## src/acq_pkg.sv

```systemverilog
package acq_pkg;

    ////////////////////////////////////////
    // widths
    localparam int SAMPLE_W    = 12;                       // one adc sample
    localparam int CBUF_DW     = 2 * SAMPLE_W + 2;         // sample pair plus two over-range bits
    localparam int BURST_WORDS = 4;                        // buffer words per burst
    localparam int BURST_DW    = BURST_WORDS * CBUF_DW;    // 104 bit burst
    localparam int TAG_W       = 4;
    localparam int PAYLOAD_W   = 128;
    localparam int TRIG_ADDR_W = 16;                       // trigger address field in the header

    ////////////////////////////////////////
    // vector types
    typedef logic [SAMPLE_W-1:0]          sample_t;
    // bit 0 ovr a, 12:1 sample a, bit 13 ovr b, 25:14 sample b
    typedef logic [CBUF_DW-1:0]           cbuf_word_t;
    typedef logic [15:0]                  pre_trig_t;      // pre-trigger count in buffer words
    typedef logic [13:0]                  num_bursts_t;    // bursts per waveform
    typedef logic [23:0]                  fill_num_t;
    typedef logic [11:0]                  wfm_num_t;       // waveform number within the fill
    typedef logic [11:0]                  chan_tag_t;
    typedef logic [TAG_W+PAYLOAD_W-1:0]   out_word_t;      // tag in the top nibble

    // output word tags
    localparam logic [TAG_W-1:0] TAG_HDR  = 4'd1;
    localparam logic [TAG_W-1:0] TAG_DATA = 4'd2;
    localparam logic [TAG_W-1:0] TAG_CSUM = 4'd3;

    ////////////////////////////////////////
    // readout FSM
    typedef enum logic [2:0] {
        IDLE,   // wait for a queued trigger
        POP,    // take the fifo head, start the subtract
        LOAD,   // load read address and burst count, send header
        READ,   // four buffer reads plus the ram latency
        EMIT,   // send one burst
        CSUM    // send the checksum
    } readout_state_t;

endpackage

```

## src/readout_sm.sv

```systemverilog
module readout_sm #(
    parameter int CBUF_AW = 10
) (
    input  logic                          adc_clk,
    input  logic                          rst,
    input  logic                          fifo_empty,     // no trigger queued
    input  logic [CBUF_AW-1:0]            trig_addr,      // fifo head
    input  acq_pkg::cbuf_word_t           rd_data,        // buffer read data
    input  acq_pkg::pre_trig_t            pre_trig,
    input  acq_pkg::num_bursts_t          num_bursts,
    output logic                          fifo_pop,
    output logic [CBUF_AW-1:0]            rd_addr,
    output logic                          hdr_strobe,     // send the waveform header
    output logic [CBUF_AW-1:0]            hdr_trig_addr,
    output logic                          data_strobe,    // send burst_data
    output logic [acq_pkg::BURST_DW-1:0]  burst_data,     // earliest word in the low bits
    output logic                          csum_strobe,    // send the checksum
    output logic                          sm_idle
);

    import acq_pkg::*;

    localparam int CNT_W = $clog2(BURST_WORDS + 1);

    readout_state_t     state;
    readout_state_t     next_state;
    logic [CBUF_AW-1:0] start_addr;     // first word of the waveform
    num_bursts_t        burst_cnt;      // bursts still to send
    logic [CNT_W-1:0]   word_cnt;       // reads issued in this burst
    logic               issue;          // a read address goes to the ram
    logic               rd_valid;       // rd_data holds a requested word
    cbuf_word_t         shreg [BURST_WORDS];

    ////////////////////////////////////////
    // state register and next state
    always_ff @(posedge adc_clk) begin
        if (rst)
            state <= IDLE;
        else
            state <= next_state;
    end

    always_comb begin
        next_state = state;
        case (state)
            IDLE: if (!fifo_empty) next_state = POP;
            POP:  next_state = LOAD;
            LOAD: next_state = (num_bursts == '0) ? CSUM : READ;   // empty waveform
            READ: begin
                // last word is back from the ram once all four are issued
                if (word_cnt == CNT_W'(BURST_WORDS))
                    next_state = EMIT;
            end
            EMIT: next_state = (burst_cnt == num_bursts_t'(1)) ? CSUM : READ;
            CSUM: next_state = IDLE;
            default: next_state = IDLE;
        endcase
    end

    assign issue = (state == READ) && (word_cnt != CNT_W'(BURST_WORDS));

    ////////////////////////////////////////
    // address path
    always_ff @(posedge adc_clk) begin
        if (state == POP) begin
            hdr_trig_addr <= trig_addr;
            start_addr    <= trig_addr - CBUF_AW'(pre_trig);   // wraps modulo the depth
        end
    end

    always_ff @(posedge adc_clk) begin
        if (state == LOAD)
            rd_addr <= start_addr;
        else if (issue)
            rd_addr <= rd_addr + 1'b1;      // runs on across bursts
    end

    // counters
    always_ff @(posedge adc_clk) begin
        if (rst) begin
            burst_cnt <= '0;
            word_cnt  <= '0;
            rd_valid  <= 1'b0;
        end else begin
            rd_valid <= issue;              // ram latency of one cycle
            if (state != READ)
                word_cnt <= '0;
            else if (issue)
                word_cnt <= word_cnt + 1'b1;
            if (state == LOAD)
                burst_cnt <= num_bursts;
            else if (state == EMIT)
                burst_cnt <= burst_cnt - 1'b1;
        end
    end

    // four-word shift register, newest word enters at the top
    always_ff @(posedge adc_clk) begin
        if (rd_valid) begin
            shreg[BURST_WORDS-1] <= rd_data;
            for (int i = 0; i < BURST_WORDS - 1; i++) begin
                shreg[i] <= shreg[i+1];
            end
        end
    end

    always_comb begin
        for (int i = 0; i < BURST_WORDS; i++) begin
            burst_data[i*CBUF_DW +: CBUF_DW] = shreg[i];
        end
    end

    ////////////////////////////////////////
    // strobes, one state each so never two at once
    assign fifo_pop    = (state == POP);
    assign hdr_strobe  = (state == LOAD);
    assign data_strobe = (state == EMIT);
    assign csum_strobe = (state == CSUM);
    assign sm_idle     = (state == IDLE);

endmodule

```

## config.mk

```make
export PLATFORM = sky130hd
export DESIGN_NAME = readout_sm
export DESIGN_NICKNAME = d
export VERILOG_FILES = /design/src/acq_pkg.sv /design/src/readout_sm.sv
export SDC_FILE = /design/constraint.sdc
export NUM_CORES = 1
export LEC_CHECK = 0
export BUFFER_PORTS_ARGS = -buffer_cell sky130_fd_sc_hd__buf_4
export CORE_MARGIN = 8
export CORE_UTILIZATION = 40
export DETAILED_ROUTE_END_ITERATION = 8
export GPL_TIMING_DRIVEN = 1
export PLACE_DENSITY_LB_ADDON = 0.08
export SETUP_SLACK_MARGIN = 0.2
export SYNTH_ARGS = -nofsm -noshare
export SYNTH_HDL_FRONTEND = slang
export SYNTH_SLANG_ARGS = --single-unit
```

## constraint.sdc

```tcl
create_clock -name adc_clk -period 2.9 [get_ports adc_clk]
set_input_delay 0.435 -clock adc_clk [delete_from_list [all_inputs] [get_ports adc_clk]]
set_output_delay 0.435 -clock adc_clk [all_outputs]
set_load 0.005 [all_outputs]
```

==> flow_metrics.env <==
export IMPL_status="completed"
export IMPL_timing_setup_tns_ns=0
export IMPL_cts_sinks=155
export IMPL_rsz0062_at_grt="no"
export IMPL_period_needed_ns=2.56
export IMPL_synthFlopType="edfxtp_1"
export IMPL_required_ns=2.47
export IMPL_fin_cells=788
export IMPL_io_pins=198
export IMPL_grt_start_max_net_pins=64
export IMPL_grtUsageMet3_pct=6.86
export IMPL_die_w_um=137
export IMPL_dp_cells=756
export IMPL_ir_drop_v=0.000378
export IMPL_fin_hold_ws_ns=0.192
export IMPL_postSynthCellCount=386
export IMPL_ys_seq_area_share_pct=75.6
export IMPL_grt_total_usage_pct=14.3
export IMPL_arrival_ns=2.12
export IMPL_io_buffer_count=191
export IMPL_drt_initial_drc_count=197
export IMPL_die_h_um=137
export IMPL_finalWirelength_um=13800
export IMPL_coreArea_um2=14400
export IMPL_worst_path_max_fanout=23
export IMPL_relSlewSlack_pct=60.3
export IMPL_htree_levels=4
export IMPL_whs_endpoint="shreg[3][24]"
export IMPL_routabilityCongestion=0.876
export IMPL_layout_drive_gt1_share_pct=40.1
export IMPL_whs_path_depth=1
export IMPL_synth_nets=470
export IMPL_path_class="reg2out"
export IMPL_clock_skew_ns=0.00444
export IMPL_detail_route_wl_per_cell_um=17.5
export IMPL_min_path_type="in2reg"
export IMPL_startpoint_type="register"
export IMPL_dr_pass1_iters=4
export IMPL_setup_viol=0
export IMPL_grt_pass1_wl_um=20400
export IMPL_ys_seq_elements=155
export IMPL_postRouteAntennaNets=0
export IMPL_r2r_end="burst_cnt[3]"
export IMPL_yosysWarningCount=0
export IMPL_drc=0
export IMPL_routed_via_density=4.87
export IMPL_overflow=0
export IMPL_finalNetCount=675
export IMPL_netlist_area_leader_share_pct=68.4
export IMPL_synth_area_um2=5880
export IMPL_finalCritPeriodShare_pct=88.2
export IMPL_clk_pin_slew_ns=0.07
export IMPL_cts_buffers=17
export IMPL_hold_violations=0
export IMPL_gr_usage_met2_pct=22.9
export IMPL_worst_r2r_setup_slack_ns=0.64
export IMPL_busiest_layer="met2"
export IMPL_pre_cts_slack_ns=0.585
export IMPL_dp_final_hpwl_um=10400
export IMPL_worstRegToRegCells=6
export IMPL_synthTopCellsByArea="edfxtp_1 (68%), dfxtp_1 (7.2%), ha_1 (3.0%)"
export IMPL_synthDistinctLibCells=55
export IMPL_antenna_found_initial=1
export IMPL_worstHoldStart="rd_data[24]"
export IMPL_grt_pass1_vias=3874
export IMPL_p_leak_nw=3.17
export IMPL_max_freq_mhz=391
export IMPL_avgSynthCellArea_um2=15.2
export IMPL_root_buffer="clkbuf_16"
export IMPL_start_util_pct=40.8
export IMPL_setup_ws_ns=0.342
export IMPL_diodes=0
export IMPL_yosysTopAreaCell="edfxtp_1"
export IMPL_cts_buffer_depth=2
export IMPL_cp_slowest_cell="or3b_2"
export IMPL_cp_cell_sequence="or3b_2, clkinvlp_4, buf_4"
export IMPL_vias=3840
export IMPL_endpoint_kind="primary output"
export IMPL_cts_tree="done"
export IMPL_rows=44
export IMPL_area_delta_synth_final_pct=39.0
export IMPL_worst_pin_slew_ns=0.596
export IMPL_drv_slew=0
export IMPL_die_area_um2=18800
export IMPL_hold_buffers=0
export IMPL_async_reset_ff_share_pct=0
export IMPL_crit_path_max_incr_delay_ns=0.74
export IMPL_clk_latency_ns=0.41
export IMPL_p_per_area_nw_per_um2=641
export IMPL_met1_usage_pct=16.0
export IMPL_cap_violations=0
export IMPL_num_fill_cells=1179
export IMPL_synth_edff_count=134
export IMPL_timing_rr_start="state[1]"
[registers in the layout, summed over array words and instances, names as in the netlist]
register       cells
shreg            104
burst_cnt         14
hdr_trig_addr     10
rd_addr           10
start_addr        10
state              3
word_cnt           3
rd_valid           1
[synth_stat cells, types with 5 or more instances]
cell	number
edfxtp_1	134
nor2_1	33
nand2_1	25
a21oi_1	24
dfxtp_1	21
inv_1	19
ha_1	14
o21ai_0	10
xnor2_1	9
nand3_1	8
nor3_1	8
xor2_1	7
nand4_1	6
clkbuf_1	5
nor4_1	5
[cell families after synthesis]
kind of cell | synth area share [%]
AO/OA/AOI/OAI | 6.85
multiplexers | 0.638
adder cells (fa/ha/maj) | 3.32
flip-flops | 75.6
AND/OR/NAND/NOR | 8.98
buffers and inverters | 2.23
XOR/XNOR | 2.38
[report_power, final]
group	internal [mW]	switching (mW)
sequential	2.50	0.0533
clock	1.37	0.911
combinational	0.207	0.198
[worst max-delay path, delay by kind of cell, from the launching register on]
family	cells	cell delay, ns
and+or+nand+nor	1	0.74
DFF	1	0.50
buffers and inverters	2	0.45
[metrics by stage]
| step | area [um2] | util [%] | total power, mW |
|---|---|---|---|
| 6_report | 8170 | 56.6 | 5.24 |
| 5_1_grt | 8170 | 56.6 | 5.44 |
| 4_1_cts | 8170 | 56.6 | 5.30 |
| 3_5_place_dp | 7550 | 52.4 | 3.01 |
| 3_3_place_gp | 7550 | 52.4 | 2.99 |
| 2_1_floorplan | 5880 | - | 2.81 |
[routing by layer]
layer | part of all wire, % | vias up
met4 | 1.5 | 2
li1 | - | 1864
met3 | 11 | 18
met5 | 0.094 | -
met2 | 48 | 140
met1 | 40 | 1816
[final cells by class]
class	instances	area (um2)	area share (%)
clock inverter	15	186	2.28
multi-input combinational	200	1310	16.0
timing repair buffer	196	1480	18.2
sequential	155	4450	54.4
inverter	21	87.6	1.07
clock buffer	17	425	5.21
tap	184	230	2.82
[placed cells by master (no fill, tap or decap), types with 2 or more instances in the layout]
cell type,Yosys,layout
clkinv_4,0,3
clkbuf_16,0,17
nor2_1,33,33
edfxtp_1,134,134
o211ai_1,4,4
nand4_1,6,6
o311ai_0,2,2
a221oi_1,4,4
nor4_1,5,5
ha_1,14,14
o21bai_1,2,2
nand2b_1,4,4
nor3_2,1,2
buf_4,2,195
dfxtp_1,21,20
nor3_1,8,7
clkinv_2,0,3
o21ai_0,10,10
xnor2_1,9,9
nand2_1,25,25
bufinv_16,0,3
a21oi_1,24,24
xor2_1,7,7
inv_6,1,6
nand3_1,8,8
or3_1,4,4
inv_1,19,19
a31oi_1,3,3
[repair_timing]
action | in CTS | in global routing
resized for setup | 0 | 1
setup endpoints to repair | 0 | 1
buffers inserted | 0 | 0
[how the worst max path moves through the flow]
stage	startpoint	endpoint	cells past startpoint
detailed placement	state[2]	burst_cnt[3]	5
global route	state[2]	hdr_strobe	3
floorplan	state[0]	fifo_pop	2
global placement	trig_addr[0]	start_addr[8]	10
CTS	state[2]	hdr_strobe	3
finish	state[1]	hdr_strobe	3
Power figures use the tool's default switching activity.
