`config.mk`:
```
export PLATFORM = sky130hd
export DESIGN_NAME = sample_capture
export DESIGN_NICKNAME = d
export VERILOG_FILES = /design/src/acq_pkg.sv /design/src/sample_capture.sv
export SDC_FILE = /design/constraint.sdc
export NUM_CORES = 1
export LEC_CHECK = 0
export BUFFER_PORTS_ARGS = -buffer_cell sky130_fd_sc_hd__clkbuf_2
export CORE_MARGIN = 2
export CORE_UTILIZATION = 42
export DETAILED_ROUTE_END_ITERATION = 8
export GPL_ROUTABILITY_DRIVEN = 0
export GPL_TIMING_DRIVEN = 1
export PLACE_DENSITY = 0.81
export SLEW_MARGIN = 20
export SYNTH_ARGS = -nofsm -noshare
export SYNTH_HDL_FRONTEND = slang
export SYNTH_SLANG_ARGS = --single-unit
```
`constraint.sdc`:
```
create_clock -name adc_clk -period 2.3 [get_ports adc_clk]
set_input_delay 0.46 -clock adc_clk [delete_from_list [all_inputs] [get_ports adc_clk]]
set_output_delay 0.46 -clock adc_clk [all_outputs]
set_load 0.01 [all_outputs]
```
`src/acq_pkg.sv`:
```
package acq_pkg;

    ////////////////////////////////////////
    // widths
    localparam int SAMPLE_W    = 12;                       // one adc sample
    localparam int CBUF_DW     = 2 * SAMPLE_W + 2;         // sample pair plus two over-range bits
    localparam int BURST_WORDS = 4;                        // buffer words per burst
    localparam int BURST_DW    = BURST_WORDS * CBUF_DW;    // 104 bit burst
    localparam int TAG_W       = 4;
    localparam int PAYLOAD_W   = 128;
    localparam int TRIG_ADDR_W = 16;                       // trigger address field in the header

    ////////////////////////////////////////
    // vector types
    typedef logic [SAMPLE_W-1:0]          sample_t;
    // bit 0 ovr a, 12:1 sample a, bit 13 ovr b, 25:14 sample b
    typedef logic [CBUF_DW-1:0]           cbuf_word_t;
    typedef logic [15:0]                  pre_trig_t;      // pre-trigger count in buffer words
    typedef logic [13:0]                  num_bursts_t;    // bursts per waveform
    typedef logic [23:0]                  fill_num_t;
    typedef logic [11:0]                  wfm_num_t;       // waveform number within the fill
    typedef logic [11:0]                  chan_tag_t;
    typedef logic [TAG_W+PAYLOAD_W-1:0]   out_word_t;      // tag in the top nibble

    // output word tags
    localparam logic [TAG_W-1:0] TAG_HDR  = 4'd1;
    localparam logic [TAG_W-1:0] TAG_DATA = 4'd2;
    localparam logic [TAG_W-1:0] TAG_CSUM = 4'd3;

    ////////////////////////////////////////
    // readout FSM
    typedef enum logic [2:0] {
        IDLE,   // wait for a queued trigger
        POP,    // take the fifo head, start the subtract
        LOAD,   // load read address and burst count, send header
        READ,   // four buffer reads plus the ram latency
        EMIT,   // send one burst
        CSUM    // send the checksum
    } readout_state_t;

endpackage

```
`src/sample_capture.sv`:
```
module sample_capture #(
    parameter int CBUF_AW = 10                  // buffer address width
) (
    input  logic                adc_clk,
    input  logic                rst,
    input  logic                acq_enable,     // write samples while high
    input  logic                acq_trig,       // trigger level
    input  acq_pkg::sample_t    sample_a,       // first sample of the pair
    input  acq_pkg::sample_t    sample_b,       // second sample
    input  logic                ovr_a,          // over-range for sample_a
    input  logic                ovr_b,          // over-range for sample_b
    output logic                acq_enabled,    // registered enable
    output logic                wr_en,
    output logic [CBUF_AW-1:0]  wr_addr,
    output acq_pkg::cbuf_word_t wr_data,
    output logic                trig_push,      // one cycle per trigger edge
    output logic [CBUF_AW-1:0]  trig_addr_in    // write address of the trigger pair
);

    logic en_q;     // enable, aligned with wr_data
    logic trig_q;   // trigger level, aligned with wr_data
    logic trig_qq;  // previous level for edge detect

    ////////////////////////////////////////
    // input registers
    always_ff @(posedge adc_clk) begin
        if (rst) begin
            en_q    <= 1'b0;
            trig_q  <= 1'b0;
            trig_qq <= 1'b0;
        end else begin
            en_q    <= acq_enable;
            trig_q  <= acq_trig;
            trig_qq <= trig_q;
        end
    end

    // pack the pair, first sample in the low half
    always_ff @(posedge adc_clk) begin
        wr_data <= {sample_b, ovr_b, sample_a, ovr_a};
    end

    // free-running write address, wraps at the buffer depth
    always_ff @(posedge adc_clk) begin
        if (rst)
            wr_addr <= '0;
        else if (en_q)
            wr_addr <= wr_addr + 1'b1;
    end

    assign acq_enabled  = en_q;
    assign wr_en        = en_q;
    assign trig_push    = trig_q & ~trig_qq & en_q;    // rising edge, only while enabled
    assign trig_addr_in = wr_addr;                     // address the trigger pair goes to

endmodule

```
==> metrics.txt, run 1 <==
syn_area_per_cell 12.4 sq um; compound-cell area share of the yosys netlist 4.79%; Pwr Density 811 nW/um^2; actual slew at the worst max-slew pin 0.400 ns; fin area 1560 sq um; clk_skew 0.00215 ns; Die Y 56.3 microns; CP Max Fanout 10; num ports 79; nets 195; outcome completed; cell row count 18; Slew HR 73.3%; pre-CTS setup slack 0.834 ns; Vias/cell 4.58; Final period util 74.5%; Clock Path Buffers 2; core area 2540 sq um; vias in the first global route 848; Synth Area in XOR/XNOR 3.05%; Synth warnings 0; crit path DAT 1.25 ns; TritonCTS clock tree yes; Mapped Nets 124; H-tree level count 2; first-pass GRT wire length 3550 microns; Mapped Area 1150 sq um; Setup-failing EPs final 0; Avg WL per Cell 12.0 microns; Clk Latency, worst-skew pair 0.32 ns; total congestion overflow 0; sequential share of the synthesized area 67.9%; die footprint 3170 sq um; setup bufs post-CTS 0; drt drc 0; Final ANT Viol Nets 0; Slew Viols, Final 0; nature of the critical path startpoint register; Ant. Diodes 0; wirelength, routed 2340 microns; initial antenna violation count 0; drt pass-1 iters 4; via count 894; port bufs 78; maximum vdd drop 597 uV; Die Wd 56.3 microns; total negative slack 0 ns; Clock transition at path regs 0.11 ns; Max-Cap Viols 0; largest net degree at the start of global routing 14; post-synthesis simple-gate area fraction 13.1%; Root Driver clkbuf_4; crit path kind register to primary output; Lkg Pwr 0.782 nW; final hold violation count 0; #FFs+latches synth 39; share of layout cells above drive strength 1 53.9%; CP endpoint kind primary output; unrepaired setup endpoints after global routing no; initial drt markers 25; largest family of logic cells by synthesized area simple AND/OR/NAND/NOR gates; Post-Synth Adder-Cell Area 1.09%; Worst Path Required 1.84 ns; Worst Hold Class input port to register; Total GRT Usage 15.0%; Hold-fix buffers, CTS 0; fmax 583 MHz; CTS sink count 39; Power Total 1.26 mW; worst setup margin 0.586 ns; post-synthesis mux area share 0.871%; Mapped Cells 93; placed cell area 1470 sq um; CTS buffer count 5; Fillers 219; Initial Util 45.2%; Tmin final 1.71 ns; Distinct cells, synth 21; Area Growth Syn to Fin 35.5%; post-CTS resize count 0
## cells by family (layout without fill, tap and decap cells)
| kind of cell | after synthesis | count (layout) |
|---|---|---|
| fa+ha+maj | 1 | 1 |
| compound gates | 10 | 10 |
| mux | 1 | 1 |
| flops | 39 | 39 |
| buf+inv | 14 | 86 |
| simple gates | 24 | 24 |
| xor+xnor | 4 | 4 |
## critical path, stage by stage (launching register included)
cell and delay [ns]:
dfxtp_1 0.58, and3b_1 0.22, clkbuf_2 0.13
## per-stage QoR
step / cells / utilization (%) / hold WS, ns
floorplan: 93 / - / 0.430
global placement: 187 / 57.8 / 0.441
detailed placement: 187 / 57.8 / 0.453
CTS: 195 / 61.2 / 0.202
global route: 195 / 61.2 / 0.187
finish: 195 / 61.2 / 0.224
## power breakdown
group          internal [mW]  switching, mW
registers              0.704         0.0144
logic                 0.0420         0.0387
clock network          0.257          0.207
## cells in the mapped netlist
library cell	count	area share (%)
xor2_1	3	2.3
dfxtp_1	39	68
mux2i_1	1	0.87
a21oi_1	5	2.2
nand4_1	4	2.2
xnor2_1	1	0.76
ha_1	1	1.1
nor2b_1	3	1.6
nand4_4	1	1.8
or3_1	1	0.54
and3b_1	1	0.76
o21ai_0	3	1.3
nand3_1	2	0.87
buf_4	12	7.8
buf_6	1	0.98
nor2_1	5	1.6
or4_1	2	1.3
or3_2	2	1.3
nand2_1	3	0.98
o31ai_1	2	1.3
buf_2	1	0.43
## metal layers
metal  global-route usage (%)  vias to the layer above  wire length (microns)
met5                        0                        -                      0
met4                     6.12                        0                     13
met3                     10.8                        2                    335
met2                     26.2                       58                   1120
met1                     12.9                      388                    866
li1                         -                      446                      -
## worst paths after layout
path / start / endpoint / slack [ns] / cells after the start
setup / recovery: acq_enabled / trig_push / 0.59 / 2
hold / removal: sample_a[1] / wr_data[2] / 0.22 / 1
setup reg to reg: acq_enabled / trig_addr_in[8] / 0.79 / 3
hold reg to reg: trig_q / trig_qq / 0.47 / 1
## area by class of cell
class / instances / area, sq um / area share, %
Clock buffer: 6 / 51.3 / 3.29
Clock inverter: 2 / 35.0 / 2.25
Multi-Input combinational cell: 40 / 263 / 16.9
Sequential cell: 39 / 781 / 50.1
Tap cell: 30 / 37.5 / 2.41
Timing Repair Buffer: 78 / 390 / 25.1
## cells in the final DEF, fill, tap and decap left out, drive strengths merged, types with 3 or more instances in the layout
| cell type | instances |
|---|---|
| nor2 | 5 |
| xor2 | 3 |
| nand4 | 5 |
| nand2 | 3 |
| or3 | 3 |
| dfxtp | 39 |
| nor2b | 3 |
| o21ai | 3 |
| a21oi | 5 |
| clkbuf | 84 |
## sequential cells by signal (all words and copies together) (netlist names)
| name | cells |
|---|---|
| trig_q | 1 |
| wr_data | 26 |
| trig_qq | 1 |
| trig_addr_in | 10 |
| acq_enabled | 1 |
(Power assumes the default switching activity.)
==> inputs of run 2 (changes only) <==
- ABC_AREA: unset -> 1
- CORE_UTILIZATION: 42 -> 39
- PLACE_DENSITY: 0.81 -> 0.76
- clock period: 2.3 -> 1.6 ns (I/O delays scaled with it)
==> run 2 against run 1 <==
  * Via count grew 9.7%
  * Critical path depth grew 1
  * Sequential share of layout area is essentially flat
  * Final cell count grew 12%
  * Sequential power grew 43%
  * First-iteration DRC count grew 48%
  * Largest power group unchanged
  * Highest routed layer unchanged
==> metrics.txt, run 2 <==
crit-path leading delay family flip-flops; critical-path cell list inv_1 > nor3_1 > clkbuf_2; WHS Path Cells 1; CTS sink count 39; port bufs 78; Int Pwr 1.24 mW; Hold-fix buffers, CTS 0; largest cells by area after synthesis dfxtp_1 68%, buf_4 7.2%, nor2_1 5.6%; Buf/Inv on CP 2; drt pass-1 iters 4; Slew Viols, Final 0; Comb pwr share 7.7%; CTS buffer count 5; Slowest-stage cell, CP dfxtp_1; Clk Latency, worst-skew pair 0.33 ns; outcome completed; Fin Hold WS 0.0732 ns; Ant. Diodes 0; Fillers 261; H-tree level count 2; CP Max Fanout 3; hold_sp sample_b[0]; crit path DAT 1.09 ns; area of the multi-input gates 248 sq um; unrepaired setup endpoints after global routing no; Pwr Density 1050 nW/um^2; via count 981; total negative slack 0 ns; Largest register FFs 26; share of the synthesized area in the top cell type 68.2%; nets 218; share of layout cells above drive strength 1 47.9%; Main synth FF type dfxtp_1; Initial Util 41.2%; Clock transition at path regs 0.12 ns; fmax 708 MHz; fin area 1560 sq um; Avg WL per Cell 9.77 microns; Clock Power Share 29.5%; Power Total 1.63 mW; #FFs+latches synth 39; Async SR Flop Fraction 0%; Slew HR 82.6%; Area Growth Syn to Fin 36.0%; Total GRT Usage 13.3%; most frequent cells in the layout 78 x clkbuf_2, 39 x dfxtp_1, 17 x nor2_1; leading cell type in the layout, fill and taps excluded clkbuf_2; crit path kind register to primary output; largest net degree at the start of global routing 14; Switching Fraction 23.9%; Max-Cap Viols 0; post-CTS resize count 0; cell taking the most area after synthesis dfxtp_1; Tmin final 1.41 ns; Lkg Pwr 0.817 nW; final hold violation count 0; Final period util 88.3%; WHS Endpoint wr_data[14]; Mapped Area 1140 sq um; Synth warnings 0; drt drc 0; initial antenna violation count 0; first-pass GRT wire length 3360 microns; EDFF count, synth 0; sequential power share 62.8%; Die Wd 58.2 microns; initial drt markers 37; nature of the critical path startpoint register; Top reg by flops wr_data; clk_skew 0.00775 ns; Setup-failing EPs final 0; core area 2780 sq um; maximum vdd drop 859 uV; total congestion overflow 0; Worst Hold Class input port to register; R2R depth 5; Distinct cells, synth 14; Vias/cell 4.48; Root Driver clkbuf_4; reg2reg start trig_addr_in[0]; most numerous cell in the Yosys netlist dfxtp_1; sequential share of the synthesized area 68.2%; r2r setup slk 0.47 ns; die footprint 3380 sq um; detailed placer's ending HPWL 1720 microns; worst r2r dst trig_addr_in[4]; setup bufs post-CTS 0; Sw Pwr 0.391 mW; Worst Path Required 1.28 ns; cell row count 19; actual slew at the worst max-slew pin 0.261 ns; Die Y 58.2 microns; num ports 79; Mapped Cells 112; TritonCTS clock tree yes; register area 781 sq um; CP endpoint kind primary output; Post-synth top cells 39 x dfxtp_1, 17 x nor2_1, 13 x nand2_1, 11 x buf_4, 9 x inv_1; Final ANT Viol Nets 0; slowest cell delay on critical path 0.34 ns; wirelength, routed 2140 microns; Clock Path Buffers 2; syn_area_per_cell 10.2 sq um; vias in the first global route 897; placed cell area 1500 sq um; Mapped Nets 143
==> run 2: logic make-up after synthesis <==
family,after synthesis,synth area share [%]
flops,39,68.2
buf+inv,20,10.2
fa+ha+maj,1,1.09
xor+xnor,1,0.765
simple gates,41,15.4
compound gates,10,4.37
==> run 2: worst register-to-register path, delay by kind of cell, from the launching register on <==
kind	cells	cell delay, ns
fa+ha+maj	1	0.22
simple gates	3	0.27
xor+xnor	1	0.14
flops	1	0.42
==> run 2: per-layer routing <==
metal  share of wire [%]  wire length (microns)  GRT usage, %
met1                  40                    860          14.5
met5                   0                      0             0
met4                 1.4                     30          7.97
met2                  44                    936          20.6
met3                  15                    312          6.70
==> run 2: worst max path at each step <==
stage	from	end	cells after the start
after CTS	acq_enabled	trig_push	3
after global placement	trig_addr_in[0]	trig_addr_in[6]	6
final	acq_enabled	trig_push	3
after floorplan	acq_enabled	trig_push	2
after global routing	acq_enabled	trig_push	3
after detailed placement	trig_addr_in[0]	trig_addr_in[7]	5
==> run 2: area by class of cell <==
cell class              count  share of cell area (%)
well taps                  31                    2.49
multi-input cells          53                    15.9
clock buffers               5                    2.41
repair buffers             79                    25.6
flip-flops and latches     39                    50.2
clock inverters             3                    1.29
inverters                   9                    2.17
==> run 2: power by group through the flow <==
stage | registers, mW | logic [mW] | clock network, mW
after CTS | 1.03 | 0.128 | 0.508
after global routing | 1.03 | 0.138 | 0.547
after global placement | 1.05 | 0.127 | 0
final | 1.03 | 0.126 | 0.482
after detailed placement | 1.05 | 0.128 | 0
after floorplan | 1.07 | 0.0264 | 0
==> run 2: per-stage QoR <==
step | setup slack (ns) | std cells | util, %
finish | 0.187 | 219 | 56.0
global route | 0.111 | 219 | 56.0
CTS | 0.158 | 219 | 56.0
detailed placement | 0.473 | 211 | 53.9
global placement | 0.505 | 211 | 53.9
floorplan | 0.350 | 112 | -
==> inputs of run 3 (changes only) <==
- CORE_UTILIZATION: 39 -> 35
- PLACE_DENSITY: 0.76 -> 0.72
- clock period: 1.6 -> 1.15 ns (I/O delays scaled with it)
==> run 3 against run 2 <==
  * The flow now finishes with violations (setup timing)
  * Power increased by 58%
  * Largest cell class unchanged
  * Clock power rose by 77%
  * Final cell count increased by 21%
  * Cell area grew 33%
  * First-iteration DRC count rose by 22%
  * Global-route usage is 3.9 points higher
==> metrics.txt, run 3 (synthesis results as in run 2) <==
Initial Util 37.2%; wirelength, routed 3090 microns; TritonCTS clock tree yes; CP endpoint kind primary output; drt pass-1 iters 4; worst setup margin -0.0696 ns; Worst Path Required 0.92 ns; Slew HR 83.0%; crit path DAT 0.99 ns; die footprint 3740 sq um; initial antenna violation count 0; reg2reg start trig_addr_in[0]; clk_skew 0.000858 ns; first-pass GRT wire length 4560 microns; via count 1135; actual slew at the worst max-slew pin 0.254 ns; Avg WL per Cell 11.6 microns; Slew Viols, Final 0; port bufs 78; Clk Latency, worst-skew pair 0.32 ns; num ports 79; Pwr Density 1250 nW/um^2; WHS Path Cells 3; violated checks setup timing; Largest register FFs 26; r2r setup slk 0 ns; nature of the critical path startpoint register; CTS sink count 39; Tmin final 1.22 ns; Lkg Pwr 1.01 nW; cell row count 20; most frequent cells in the layout 71 x clkbuf_2, 27 x dfxtp_1, 26 x dlygate4sd3_1; largest net degree at the start of global routing 13; Total GRT Usage 17.1%; Area Growth Syn to Fin 80.2%; Fillers 223; core area 3080 sq um; Clock Path Buffers 2; Max-Cap Viols 0; Root Driver clkbuf_4; Slowest-stage cell, CP dfxtp_2; Final period util 106%; H-tree level count 2; Die Y 61.2 microns; unrepaired setup endpoints after global routing yes; Final ANT Viol Nets 0; Vias/cell 4.27; hold_sp acq_trig; fmax 820 MHz; Buf/Inv on CP 2; Clock transition at path regs 0.10 ns; final hold violation count 0; crit path kind register to primary output; Fin Hold WS 0.0802 ns; Setup-failing EPs final 2; R2R depth 6; slowest cell delay on critical path 0.33 ns; final non-filler cell total 266; Top reg by flops wr_data; initial drt markers 45; crit-path leading delay family flip-flops; Cells after DPL 227; Core Util, Final 67.0%; CP Max Fanout 2; share of layout cells above drive strength 1 54.5%; critical-path cell list inv_2 > nor3_2 > buf_2; total negative slack -0.0707 ns; Ant. Diodes 0; maximum vdd drop 945 uV; WHS Endpoint trig_q; CTS buffer count 5; Worst Hold Class input port to register; vias in the first global route 1081; outcome finished, violations left; total congestion overflow 0; Die Wd 61.2 microns; detailed placer's ending HPWL 1840 microns; worst r2r dst trig_addr_in[4]; Power Total 2.57 mW; leading cell type in the layout, fill and taps excluded clkbuf_2; drt drc 0; nets 253
run 3: cell types whose count changed in the layout (fill, tap and decap cells not counted), sizes merged:
cell         delta
buf            +16
clkinv          -1
dlygate4sd3    +26
bufinv          +1
clkbuf          -7
clkinvlp        -1
run 3: metal layers:
metal  wire (microns)  part of all wire, %  vias to the layer above  track usage, %
li1                 -                    -                      560               -
met1             1180                   38                      504            18.2
met2             1440                   47                       69            26.7
met3              447                   14                        2            12.0
met4               23                 0.74                        0            6.52
met5                0                    0                        -               0
run 3: how the worst max path moves through the flow:
stage / startpoint / to / slack (ns) / cells after the start
floorplan: trig_addr_in[0] / trig_addr_in[6] / 0.04 / 6
global placement: trig_addr_in[1] / trig_addr_in[6] / 0.09 / 6
detailed placement: trig_addr_in[1] / trig_addr_in[7] / 0.03 / 5
CTS: acq_enabled / trig_push / -0.12 / 3
global route: trig_q / trig_push / -0.13 / 3
finish: trig_q / trig_push / -0.07 / 3
run 3: cell type report:
class	instances	area, sq um	share of cell area (%)
sequential	39	811	39.3
clock buffer	5	37.5	1.82
multi-input combinational	53	307	14.9
timing repair buffer	114	782	37.9
inverter	9	33.8	1.64
tap	44	55.1	2.67
clock inverter	2	37.5	1.82
run 3: through the flow:
step	instance area (sq um)	setup slack, ns
finish	2060	-0.0696
CTS	1910	-0.122
global route	2060	-0.134
global placement	1540	0.0861
floorplan	1150	0.0393
detailed placement	1540	0.0285
run 3: what timing repair did:
item / 4_1_cts / 5_1_grt
pin swaps: 1 / 4
setup endpoints to repair: 19 / 22
endpoints found under the hold margin: 26 / 0
hold buffers: 26 / 0
buffers inserted: 3 / 4
resized for setup: 12 / 40
run 3: power by group:
group          leakage (nW)  switching (mW)  internal [mW]  total (mW)
clock                0.0373           0.410          0.446       0.855
sequential            0.332          0.0216           1.40        1.42
combinational         0.645           0.121          0.178       0.299
run 3: worst register-to-register path, cell delays in order, from the launching register on:
cell,delay [ns]
dfxtp_2,0.36
buf_6,0.11
ha_4,0.15
nand2_4,0.06
nor2_4,0.15
xnor2_1,0.16
nor2_1,0.06
