### config.mk
export PLATFORM = sky130hd
export DESIGN_NAME = record_formatter
export DESIGN_NICKNAME = d
export VERILOG_FILES = /design/src/acq_pkg.sv /design/src/record_formatter.sv
export SDC_FILE = /design/constraint.sdc
export NUM_CORES = 1
export LEC_CHECK = 0
export ABC_AREA = 1
export BUFFER_PORTS_ARGS = -buffer_cell sky130_fd_sc_hd__buf_2
export CAP_MARGIN = 5
export CORE_ASPECT_RATIO = 0.5
export CORE_UTILIZATION = 51
export DETAILED_ROUTE_END_ITERATION = 12
export PLACE_DENSITY_LB_ADDON = 0.25
export SKIP_CTS_REPAIR_TIMING = 1
export SLEW_MARGIN = 25
export SYNTH_ARGS = -nofsm -noshare
export SYNTH_HDL_FRONTEND = slang
export SYNTH_SLANG_ARGS = --single-unit
### constraint.sdc
create_clock -name adc_clk -period 4.72 [get_ports adc_clk]
set_clock_uncertainty 0.15 [all_clocks]
set_input_delay 0.708 -clock adc_clk [delete_from_list [all_inputs] [get_ports adc_clk]]
set_output_delay 0.708 -clock adc_clk [all_outputs]
set_load 0.01 [all_outputs]
### src/acq_pkg.sv
package acq_pkg;

    ////////////////////////////////////////
    // widths
    localparam int SAMPLE_W    = 12;                       // one adc sample
    localparam int CBUF_DW     = 2 * SAMPLE_W + 2;         // sample pair plus two over-range bits
    localparam int BURST_WORDS = 4;                        // buffer words per burst
    localparam int BURST_DW    = BURST_WORDS * CBUF_DW;    // 104 bit burst
    localparam int TAG_W       = 4;
    localparam int PAYLOAD_W   = 128;
    localparam int TRIG_ADDR_W = 16;                       // trigger address field in the header

    ////////////////////////////////////////
    // vector types
    typedef logic [SAMPLE_W-1:0]          sample_t;
    // bit 0 ovr a, 12:1 sample a, bit 13 ovr b, 25:14 sample b
    typedef logic [CBUF_DW-1:0]           cbuf_word_t;
    typedef logic [15:0]                  pre_trig_t;      // pre-trigger count in buffer words
    typedef logic [13:0]                  num_bursts_t;    // bursts per waveform
    typedef logic [23:0]                  fill_num_t;
    typedef logic [11:0]                  wfm_num_t;       // waveform number within the fill
    typedef logic [11:0]                  chan_tag_t;
    typedef logic [TAG_W+PAYLOAD_W-1:0]   out_word_t;      // tag in the top nibble

    // output word tags
    localparam logic [TAG_W-1:0] TAG_HDR  = 4'd1;
    localparam logic [TAG_W-1:0] TAG_DATA = 4'd2;
    localparam logic [TAG_W-1:0] TAG_CSUM = 4'd3;

    ////////////////////////////////////////
    // readout FSM
    typedef enum logic [2:0] {
        IDLE,   // wait for a queued trigger
        POP,    // take the fifo head, start the subtract
        LOAD,   // load read address and burst count, send header
        READ,   // four buffer reads plus the ram latency
        EMIT,   // send one burst
        CSUM    // send the checksum
    } readout_state_t;

endpackage

### src/record_formatter.sv
module record_formatter #(
    parameter int CBUF_AW = 10
) (
    input  logic                          adc_clk,
    input  logic                          rst,
    input  acq_pkg::chan_tag_t            channel_tag,
    input  acq_pkg::fill_num_t            initial_fill_num,
    input  logic                          initial_fill_num_wr,    // load strobe
    input  acq_pkg::pre_trig_t            pre_trig,
    input  acq_pkg::num_bursts_t          num_bursts,
    input  logic                          hdr_strobe,
    input  logic [CBUF_AW-1:0]            hdr_trig_addr,
    input  logic                          data_strobe,
    input  logic [acq_pkg::BURST_DW-1:0]  burst_data,
    input  logic                          csum_strobe,
    output acq_pkg::out_word_t            out_data,
    output logic                          out_valid,      // one cycle per word
    output logic                          acq_done,       // with the checksum word
    output acq_pkg::fill_num_t            fill_num
);

    import acq_pkg::*;

    wfm_num_t               wfm_num;        // waveforms since the last fill load
    logic [PAYLOAD_W-1:0]   hdr_payload;
    logic [PAYLOAD_W-1:0]   data_payload;
    logic [PAYLOAD_W-1:0]   csum;           // running xor of data payloads

    ////////////////////////////////////////
    // payloads, lsb first: fill, wfm, tag, bursts, pre-trigger, trigger address
    assign hdr_payload = PAYLOAD_W'({TRIG_ADDR_W'(hdr_trig_addr), pre_trig, num_bursts,
                                     channel_tag, wfm_num, fill_num});
    assign data_payload = PAYLOAD_W'(burst_data);

    // output word register
    always_ff @(posedge adc_clk) begin
        if (hdr_strobe)
            out_data <= {TAG_HDR, hdr_payload};
        else if (data_strobe)
            out_data <= {TAG_DATA, data_payload};
        else if (csum_strobe)
            out_data <= {TAG_CSUM, csum};
    end

    // checksum restarts with each header
    always_ff @(posedge adc_clk) begin
        if (hdr_strobe)
            csum <= '0;
        else if (data_strobe)
            csum <= csum ^ data_payload;
    end

    always_ff @(posedge adc_clk) begin
        if (rst) begin
            out_valid <= 1'b0;
            acq_done  <= 1'b0;
        end else begin
            out_valid <= hdr_strobe | data_strobe | csum_strobe;
            acq_done  <= csum_strobe;
        end
    end

    ////////////////////////////////////////
    // fill and waveform counters, step the cycle after the checksum word
    always_ff @(posedge adc_clk) begin
        if (rst) begin
            fill_num <= '0;
            wfm_num  <= '0;
        end else if (initial_fill_num_wr) begin     // load wins over the step
            fill_num <= initial_fill_num;
            wfm_num  <= '0;
        end else if (acq_done) begin
            fill_num <= fill_num + 1'b1;
            wfm_num  <= wfm_num + 1'b1;
        end
    end

endmodule

==> results.cfg, run 1 <==
[run_status]
status = finished clean

[routing]
dr.pass1.iters = 5
ant_nets = 0
wl_per_cell_um = 15.26
routed_wl_um = 29280
viasPerCell = 5.217
remaining_drc_errors = 0
vias = 10010
first_iter_violations = 606

[floorplanning]
io_pins = 344
die_w_um = 208.1
dieArea_um2 = 21870
fp.coreArea_um2 = 20690
die_h_um = 105.1
rows = 37
start_util_pct = 52.36

[setup_path]
critPathMaxFanout = 53
worstPathCellList = buf_4 > nor2_1 > inv_1 > nor2_2 > inv_4 > buf_4
crit_path_end_kind = flop
required_ns = 4.77
r2r_slack_ns = 2.97
worst_path_most_repeated_cell = buf_4
critical-path-top-delay-family = buffers and inverters
worst-path-buf-inv = 4
cp.arrival_ns = 2.80
startpoint = data_strobe
cp_slowest_cell = nor2_2
crit_path_max_incr_delay_ns = 0.57
cp-start-kind = input port
worstSetupPathType = in2reg
rr_startpoint = fill_num[1]

[grt]
grt_max_degree = 135
grt_pass1_vias = 9471
gr-total-overflow = 0
grt_antenna_before_repair = 2
grt_pass1_wl_um = 46190
track_usage_pct = 26.15

[power_and_ir_drop]
powerDensity_nw_per_um2 = 363.2
ir_drop_mv = 0.2232
total_power_mw = 4.781
cellLeakagePower_nw = 6.497

[clocking]
cts_tree = yes
htree_levels = 1
path_clk_slew_ns = 0.06
cts_max_path_buffers = 3
cts_buffers = 23
root_buffer = clkbuf_16
insertion_delay_ns = 0.50
cts_sinks = 248

[sta]
fin_setup_tns_ns = 0
hold_viol_final = 0
min_period_over_period_pct = 58.14
worst_pin_slew_ns = 0.7513
setup_viol = 0
fmax_ghz = 0.3644
rsz0062_at_grt = false
fin_hold_ws_ns = 0.2721
relSlewSlack_pct = 49.91
period_needed_ns = 2.744
report.final.slew_viol_count = 0

[synth]
synth_edf_count = 88
async_reset_ff_share_pct = 0
synth_flop_cell = dfxtp_1
avgSynthCellArea_um2 = 8.140
yosysWarnings = 0
synth-seq-area-share_pct = 53.96
synth.ff_latch_count = 248
ys_types = 32
syn_area_um2 = 10830
synthCells = 1331

[min_path]
hp-class = reg2reg
worstHoldStart = csum[55]

[cells_and_area]
final_nets = 1815
final_common_cell = buf_2
fillerInstances = 1830
synthToLayoutAreaGrowth_pct = 21.49
final_cell_mix = 316 x buf_2, 262 x nand2_1, 180 x o21ai_0
utilization_pct = 63.61
layout.cells.non_filler = 1918
drive_gt1_share_pct = 23.43

[run]
cap_violations = 0

[placement]
gp_congestion = 0.9093
placed_cells = 1875
dp_hpwl_um = 20710
portBuffers = 317
## worst register-to-register path, delay by kind of cell (launching register included)
| family | cells | cell delay (ns) |
|---|---|---|
| AO/OA/AOI/OAI | 1 | 0.14 |
| adder cells (fa/ha/maj) | 1 | 0.25 |
| flip-flops | 1 | 0.42 |
| AND/OR/NAND/NOR | 5 | 0.72 |
## cells by family after synthesis
logic type	after synthesis	synth area share, %
AND/OR/NAND/NOR	460	17.47
AO/OA/AOI/OAI	376	18.17
flip-flops	248	53.96
buffers and inverters	238	9.655
XOR/XNOR	6	0.4850
adder cells (fa/ha/maj)	2	0.2309
other	1	0.03461
## where the power goes
| group | leakage, nW | internal [mW] | switching (mW) | total (mW) |
|---|---|---|---|---|
| logic | 3.87 | 0.221 | 0.362 | 0.583 |
| registers | 2.29 | 2.39 | 0.0848 | 2.47 |
| clock network | 0.334 | 0.936 | 0.789 | 1.72 |
## through the flow
| stage | setup WS (ns) | area, um2 |
|---|---|---|
| after floorplan | 1.206 | 10930 |
| after global placement | 1.484 | 12480 |
| after detailed placement | 1.432 | 12480 |
| after CTS | 1.955 | 13160 |
| after global routing | 1.788 | 13160 |
| final | 1.976 | 13160 |
## metal layers
layer	routed length (um)	track usage [%]	up-vias	share of wire, %
met4	590	7.513	2	2.0
met5	13	0	-	0.044
met1	12340	33.26	4659	42
met3	2010	4.779	56	6.9
li1	-	-	4946	-
met2	14320	45.57	343	49
## area by class of cell
class                   instances  area (um2)  share of cell area [%]
well taps                     273       341.6                   2.595
flip-flops and latches        248        5846                   44.41
clock buffers                  34       636.9                   4.838
multi-input cells             870        4036                   30.67
inverters                     160       605.6                   4.601
clock inverters                 7       37.54                  0.2852
diodes                          2       5.005                 0.03802
repair buffers                324        1654                   12.57
## Yosys cell counts, types with 2 or more instances
master	n	share of area (%)
o22ai_1	28	1.6
nor3_1	5	0.23
xor2_1	4	0.32
inv_2	5	0.17
a21oi_1	128	5.9
xnor2_1	2	0.16
nor2_2	7	0.40
nand2_2	4	0.23
nor2_4	5	0.52
inv_1	155	5.4
nand2_4	2	0.21
buf_2	18	0.83
nand2_1	262	9.1
nor2_1	137	4.7
nand3_1	32	1.5
o21ai_1	18	0.83
ha_1	2	0.23
nand3_2	3	0.28
o21ai_0	180	8.3
a22oi_1	14	0.97
clkbuf_1	27	0.94
edfxtp_1	88	24
dfxtp_1	160	30
a21oi_2	2	0.16
a31oi_1	5	0.29
buf_4	32	2.2
## registers in the layout (all words and copies together), names as in the netlist
register   count
out_data     106
fill_num      24
out_valid      1
csum         104
acq_done       1
wfm_num       12
## path summary, 6_finish.rpt
| kind | cells after the start | to |
|---|---|---|
| worst max-delay path | 6 | out_data[2] |
| worst min-delay path | 1 | csum[55] |
| worst max register to register | 7 | fill_num[16] |
| worst min register to register | 1 | csum[55] |
Note: power is estimated with default switching activity, not from simulation.
==> run 2, diff against run 1 <==
- clock period: 4.72 -> 2.6 ns (I/O delays scaled with it)
==> run 2 against run 1 <==
Die area did not move. Wire length shrank 0.97%. Register-to-register slack got worse by 2.2 ns. First-iteration DRC count increased by 1.2%. Sequential cell count is the same. Critical path type is now reg2reg. Sequential power is 81% higher. Combinational power is 85% higher. Non-clock buffer count rose by 10. Clock power increased by 88%. Clock-buffer cell count unchanged.
==> results.cfg, run 2 (synthesis gave the netlist of run 1 again) <==
[placement]
dp_hpwl_um = 20750
gp_congestion = 0.9173
place_area_um2 = 12550
post-place-ws_ns = 0.6428
placed_cells = 1881
portBuffers = 317

[sta]
fin_setup_tns_ns = 0
setup_viol = 0
relSlewSlack_pct = 50.34
worst_slack_ns = 0.7478
fmax_ghz = 0.5399
min_period_over_period_pct = 71.24
hold_viol_final = 0
report.final.slew_viol_count = 0
period_needed_ns = 1.852
rsz0062_at_grt = false
worst_pin_slew_ns = 0.7421

[run]
cap_violations = 0

[cells_and_area]
final_cell_mix = 316 x buf_2, 262 x nand2_1, 180 x o21ai_0
layout.cells.non_filler = 1929
reg.largest.list = out_data x106, csum x104, fill_num x24
top_register = out_data
synthToLayoutAreaGrowth_pct = 22.76
drive_gt1_share_pct = 23.84
utilization_pct = 64.27
final_area_um2 = 13300
largest_reg_flops = 106
final_nets = 1825
final_common_cell = buf_2

[floorplanning]
io_pins = 344
die_h_um = 105.1
start_util_pct = 52.36
die_w_um = 208.1
dieArea_um2 = 21870
fp.coreArea_um2 = 20690
rows = 37

[grt]
grt_pass1_wl_um = 45640
grt_antenna_before_repair = 4
track_usage_pct = 25.79
grt_max_degree = 88
grt_pass1_vias = 9555
gr-total-overflow = 0

[setup_path]
r2r_cells = 4
worstPathCellList = nor2_1 > buf_4 > a22oi_1 > a21oi_1
r2r_slack_ns = 0.75
critPathMaxFanout = 12
rr_startpoint = acq_done
cp-start-kind = flop
worstSetupPathType = reg2reg
cp_slowest_cell = nor2_1
crit_path_max_incr_delay_ns = 0.64
cp.arrival_ns = 2.15
crit_path_end_kind = flop
startpoint = acq_done
crit-reg2reg-capture = fill_num[12]
required_ns = 2.90

[routing]
routed_wl_um = 28990
vias = 9871
viasPerCell = 5.117
first_iter_violations = 613
remaining_drc_errors = 0
wl_per_cell_um = 15.03
dr.pass1.iters = 7
ant_nets = 0

[power_and_ir_drop]
cellLeakagePower_nw = 6.558
p_sw_mw = 2.274
sequentialPowerShare_pct = 51.0
powerDensity_nw_per_um2 = 660.5
p_comb_share_pct = 12.3
swShare_pct = 25.88
clkPwrFrac_pct = 36.7
ir_drop_mv = 0.3987
p_int_mw = 6.511

[clocking]
cts_max_path_buffers = 3
cts_sinks = 248
insertion_delay_ns = 0.51
path_clk_slew_ns = 0.07
cts_tree = yes
htree_levels = 1
cts_buffers = 23
root_buffer = clkbuf_16

[min_path]
hp-class = in2reg
worstHoldStart = num_bursts[3]
worstHoldPathCells = 3
whs_endpoint = out_data[51]

[run_status]
status = finished clean
## run 2: changes by cell type in the layout (fill, tap and decap cells not counted), moves of 2 or more
| cell | previous run | this run |
|---|---|---|
| inv_2 | 3 | 5 |
| nor2_4 | 5 | 7 |
| clkinv_2 | 7 | 5 |
| buf_4 | 7 | 12 |
| dlygate4sd3_1 | 0 | 4 |
## run 2: critical path: cells and delay by family, from the launching register on
| kind | cells | cell delay, ns |
|---|---|---|
| simple gates | 1 | 0.64 |
| flops | 1 | 0.44 |
| buf+inv | 1 | 0.31 |
| compound gates | 2 | 0.25 |
## run 2: metal layers
metal | GRT usage [%] | up-vias | wire (um) | part of all wire [%]
met5 | 0 | - | 0 | 0
met4 | 8.571 | 0 | 794 | 2.7
met3 | 5.681 | 59 | 1723 | 5.9
met2 | 44.68 | 320 | 13790 | 48
met1 | 31.94 | 4527 | 12680 | 44
li1 | - | 4965 | - | -
## run 2: power by group through the flow
stage | sequential [mW] | combinational [mW] | clock, mW
2_1_floorplan | 4.63 | 0.524 | 0
3_3_place_gp | 4.55 | 1.04 | 0
3_5_place_dp | 4.56 | 1.07 | 0
4_1_cts | 4.48 | 1.08 | 3.27
5_1_grt | 4.50 | 1.20 | 3.42
6_report | 4.48 | 1.08 | 3.23
## run 2: worst max path at each step
stage                     depth (start not counted)  slack (ns)            to
after floorplan                                   6       -0.16   out_data[0]
after global routing                              4        0.62  fill_num[19]
after CTS                                         1        0.74      acq_done
final                                             4        0.75  fill_num[12]
after global placement                            6        0.69  out_data[66]
after detailed placement                          6        0.64  out_data[45]
## run 2: per-stage QoR
step | hold WS [ns] | power (mW)
floorplan | 0.2524 | 5.153
global placement | 0.2594 | 5.583
detailed placement | 0.2650 | 5.632
CTS | -0.01866 | 8.824
global route | 0.0007933 | 9.127
finish | 0.003390 | 8.785
## run 2: cell type report
type	instances	area, um2
sequential	248	5846
inverter	160	605.6
clock buffer	34	658.1
fill	1799	7393
tap	273	341.6
clock inverter	7	41.29
timing repair buffer	334	1752
multi-input combinational	870	4049
antenna	3	7.507
==> run 3, diff against run 2 <==
- CORE_UTILIZATION: 51 -> 46
- clock period: 2.6 -> 1.5 ns (I/O delays scaled with it)
==> run 3 against run 2 <==
The flow now finishes with violations (hold timing, setup timing). Wire length up 26%. Die area increased by 11%. Non-clock buffer count rose by 283.
==> results.cfg, run 3 (synthesis gave the netlist of run 1 again) <==
[run_status]
status = finished with violations
violations = hold timing, setup timing

[cells_and_area]
synthToLayoutAreaGrowth_pct = 52.50
final_cell_mix = 298 x buf_2, 260 x nand2_1, 188 x dlygate4sd3_1
reg.largest.list = out_data x106, csum x104, fill_num x24
drive_gt1_share_pct = 27.83
final_common_cell = buf_2
top_register = out_data
layout.cells.non_filler = 2247
final_nets = 2108
largest_reg_flops = 106

[grt]
grt_pass1_vias = 10070
gr-total-overflow = 0
track_usage_pct = 24.28
grt_pass1_wl_um = 47530
grt_antenna_before_repair = 2
grt_max_degree = 67

[placement]
post-place-ws_ns = -0.1005
portBuffers = 317
gp_congestion = 0.9029
dp_hpwl_um = 21510
placed_cells = 2005

[setup_path]
crit-reg2reg-capture = fill_num[7]
worstSetupPathType = reg2reg
critical-path-top-delay-family = simple AND/OR/NAND/NOR gates
r2r_slack_ns = -0.04
rr_startpoint = fill_num[1]
worst-path-buf-inv = 1
worstPathCellList = buf_6 > nand2_4 > nor2_8 > nand2_4 > nor2_1 > xor2_1 > a21oi_1
r2r_cells = 7
cp.arrival_ns = 1.80
cp_slowest_cell = dfxtp_4
worst_path_most_repeated_cell = nand2_4
critPathMaxFanout = 5
crit_path_max_incr_delay_ns = 0.38
crit_path_end_kind = flop
required_ns = 1.76
cp-start-kind = flop

[sta]
fmax_ghz = 0.6492
setup_viol = 7
worst_slack_ns = -0.04041
hold_viol_final = 1
report.final.slew_viol_count = 0
rsz0062_at_grt = true
period_needed_ns = 1.540
fin_hold_ws_ns = -0.02663
min_period_over_period_pct = 102.7

[routing]
vias = 11720
dr.pass1.iters = 8
remaining_drc_errors = 0
ant_nets = 0
viasPerCell = 5.215
wl_per_cell_um = 16.22
routed_wl_um = 36440
first_iter_violations = 1080

[min_path]
hp-class = in2reg
worstHoldPathCells = 6
worstHoldStart = csum_strobe
whs_endpoint = out_data[103]

[floorplanning]
dieArea_um2 = 24210
die_h_um = 110.5
start_util_pct = 47.24
die_w_um = 219.0
rows = 39
io_pins = 344
fp.coreArea_um2 = 22930

[clocking]
root_buffer = clkbuf_16
htree_levels = 1
cts_tree = yes
cts_sinks = 248
insertion_delay_ns = 0.53
cts_buffers = 23
path_clk_slew_ns = 0.08
cts_max_path_buffers = 3

[power_and_ir_drop]
ir_drop_mv = 0.7589
cellLeakagePower_nw = 7.996
powerDensity_nw_per_um2 = 1023
total_power_mw = 16.91

[run]
cap_violations = 0
-- run 3: area by class of cell --
| class | count | area (um2) |
|---|---|---|
| multi-input cells | 870 | 4167 |
| repair buffers | 617 | 4634 |
| clock inverters | 13 | 177.7 |
| well taps | 307 | 384.1 |
| fillers | 1611 | 6412 |
| diodes | 3 | 7.507 |
| inverters | 160 | 606.8 |
| clock buffers | 29 | 650.6 |
| flip-flops and latches | 248 | 5894 |
-- run 3: worst max path at each step --
stage / slack (ns) / cells past startpoint / startpoint / endpoint
after detailed placement: -0.10 / 7 / data_strobe / out_data[69]
after CTS: -0.12 / 2 / acq_done / acq_done
after floorplan: -1.10 / 6 / data_strobe / out_data[0]
after global placement: -0.04 / 7 / data_strobe / out_data[57]
final: -0.04 / 7 / fill_num[1] / fill_num[7]
after global routing: -0.09 / 10 / wfm_num[0] / wfm_num[11]
-- run 3: metrics by stage --
step	area, um2	util (%)	TNS [ns]	hold WS, ns
3_3_place_gp	13400	58.43	-0.6763	0.2532
3_5_place_dp	13400	58.43	-3.196	0.2584
5_1_grt	16520	72.03	-0.9393	0.01579
2_1_floorplan	10960	-	-96.76	0.1820
4_1_cts	14230	62.04	-1.362	-0.2022
6_report	16520	72.04	-0.09819	-0.02663
-- run 3: layer usage --
metal / global-route usage, % / vias to the layer above / share of wire, %
li1: - / 5545 / -
met1: 29.41 / 5410 / 39
met2: 41.73 / 591 / 49
met3: 4.876 / 173 / 6.7
met4: 10.65 / 0 / 5.2
met5: 0 / - / 0
-- run 3: where the power goes --
| part | leakage [nW] | total, mW | switching [mW] | internal (mW) |
|---|---|---|---|---|
| Sequential | 2.30 | 7.77 | 0.249 | 7.52 |
| Combinational | 5.28 | 2.69 | 1.41 | 1.29 |
| Clock | 0.408 | 6.45 | 2.66 | 3.79 |
| Total | 8.00 | 16.9 | 4.31 | 12.6 |
-- run 3: tightest hold or removal path, stage by stage --
cell and delay [ns]:
buf_2 0.11, nor2_4 0.05, nand2_1 0.05, o211ai_1 0.08, nand2_1 0.06, inv_1 0.03
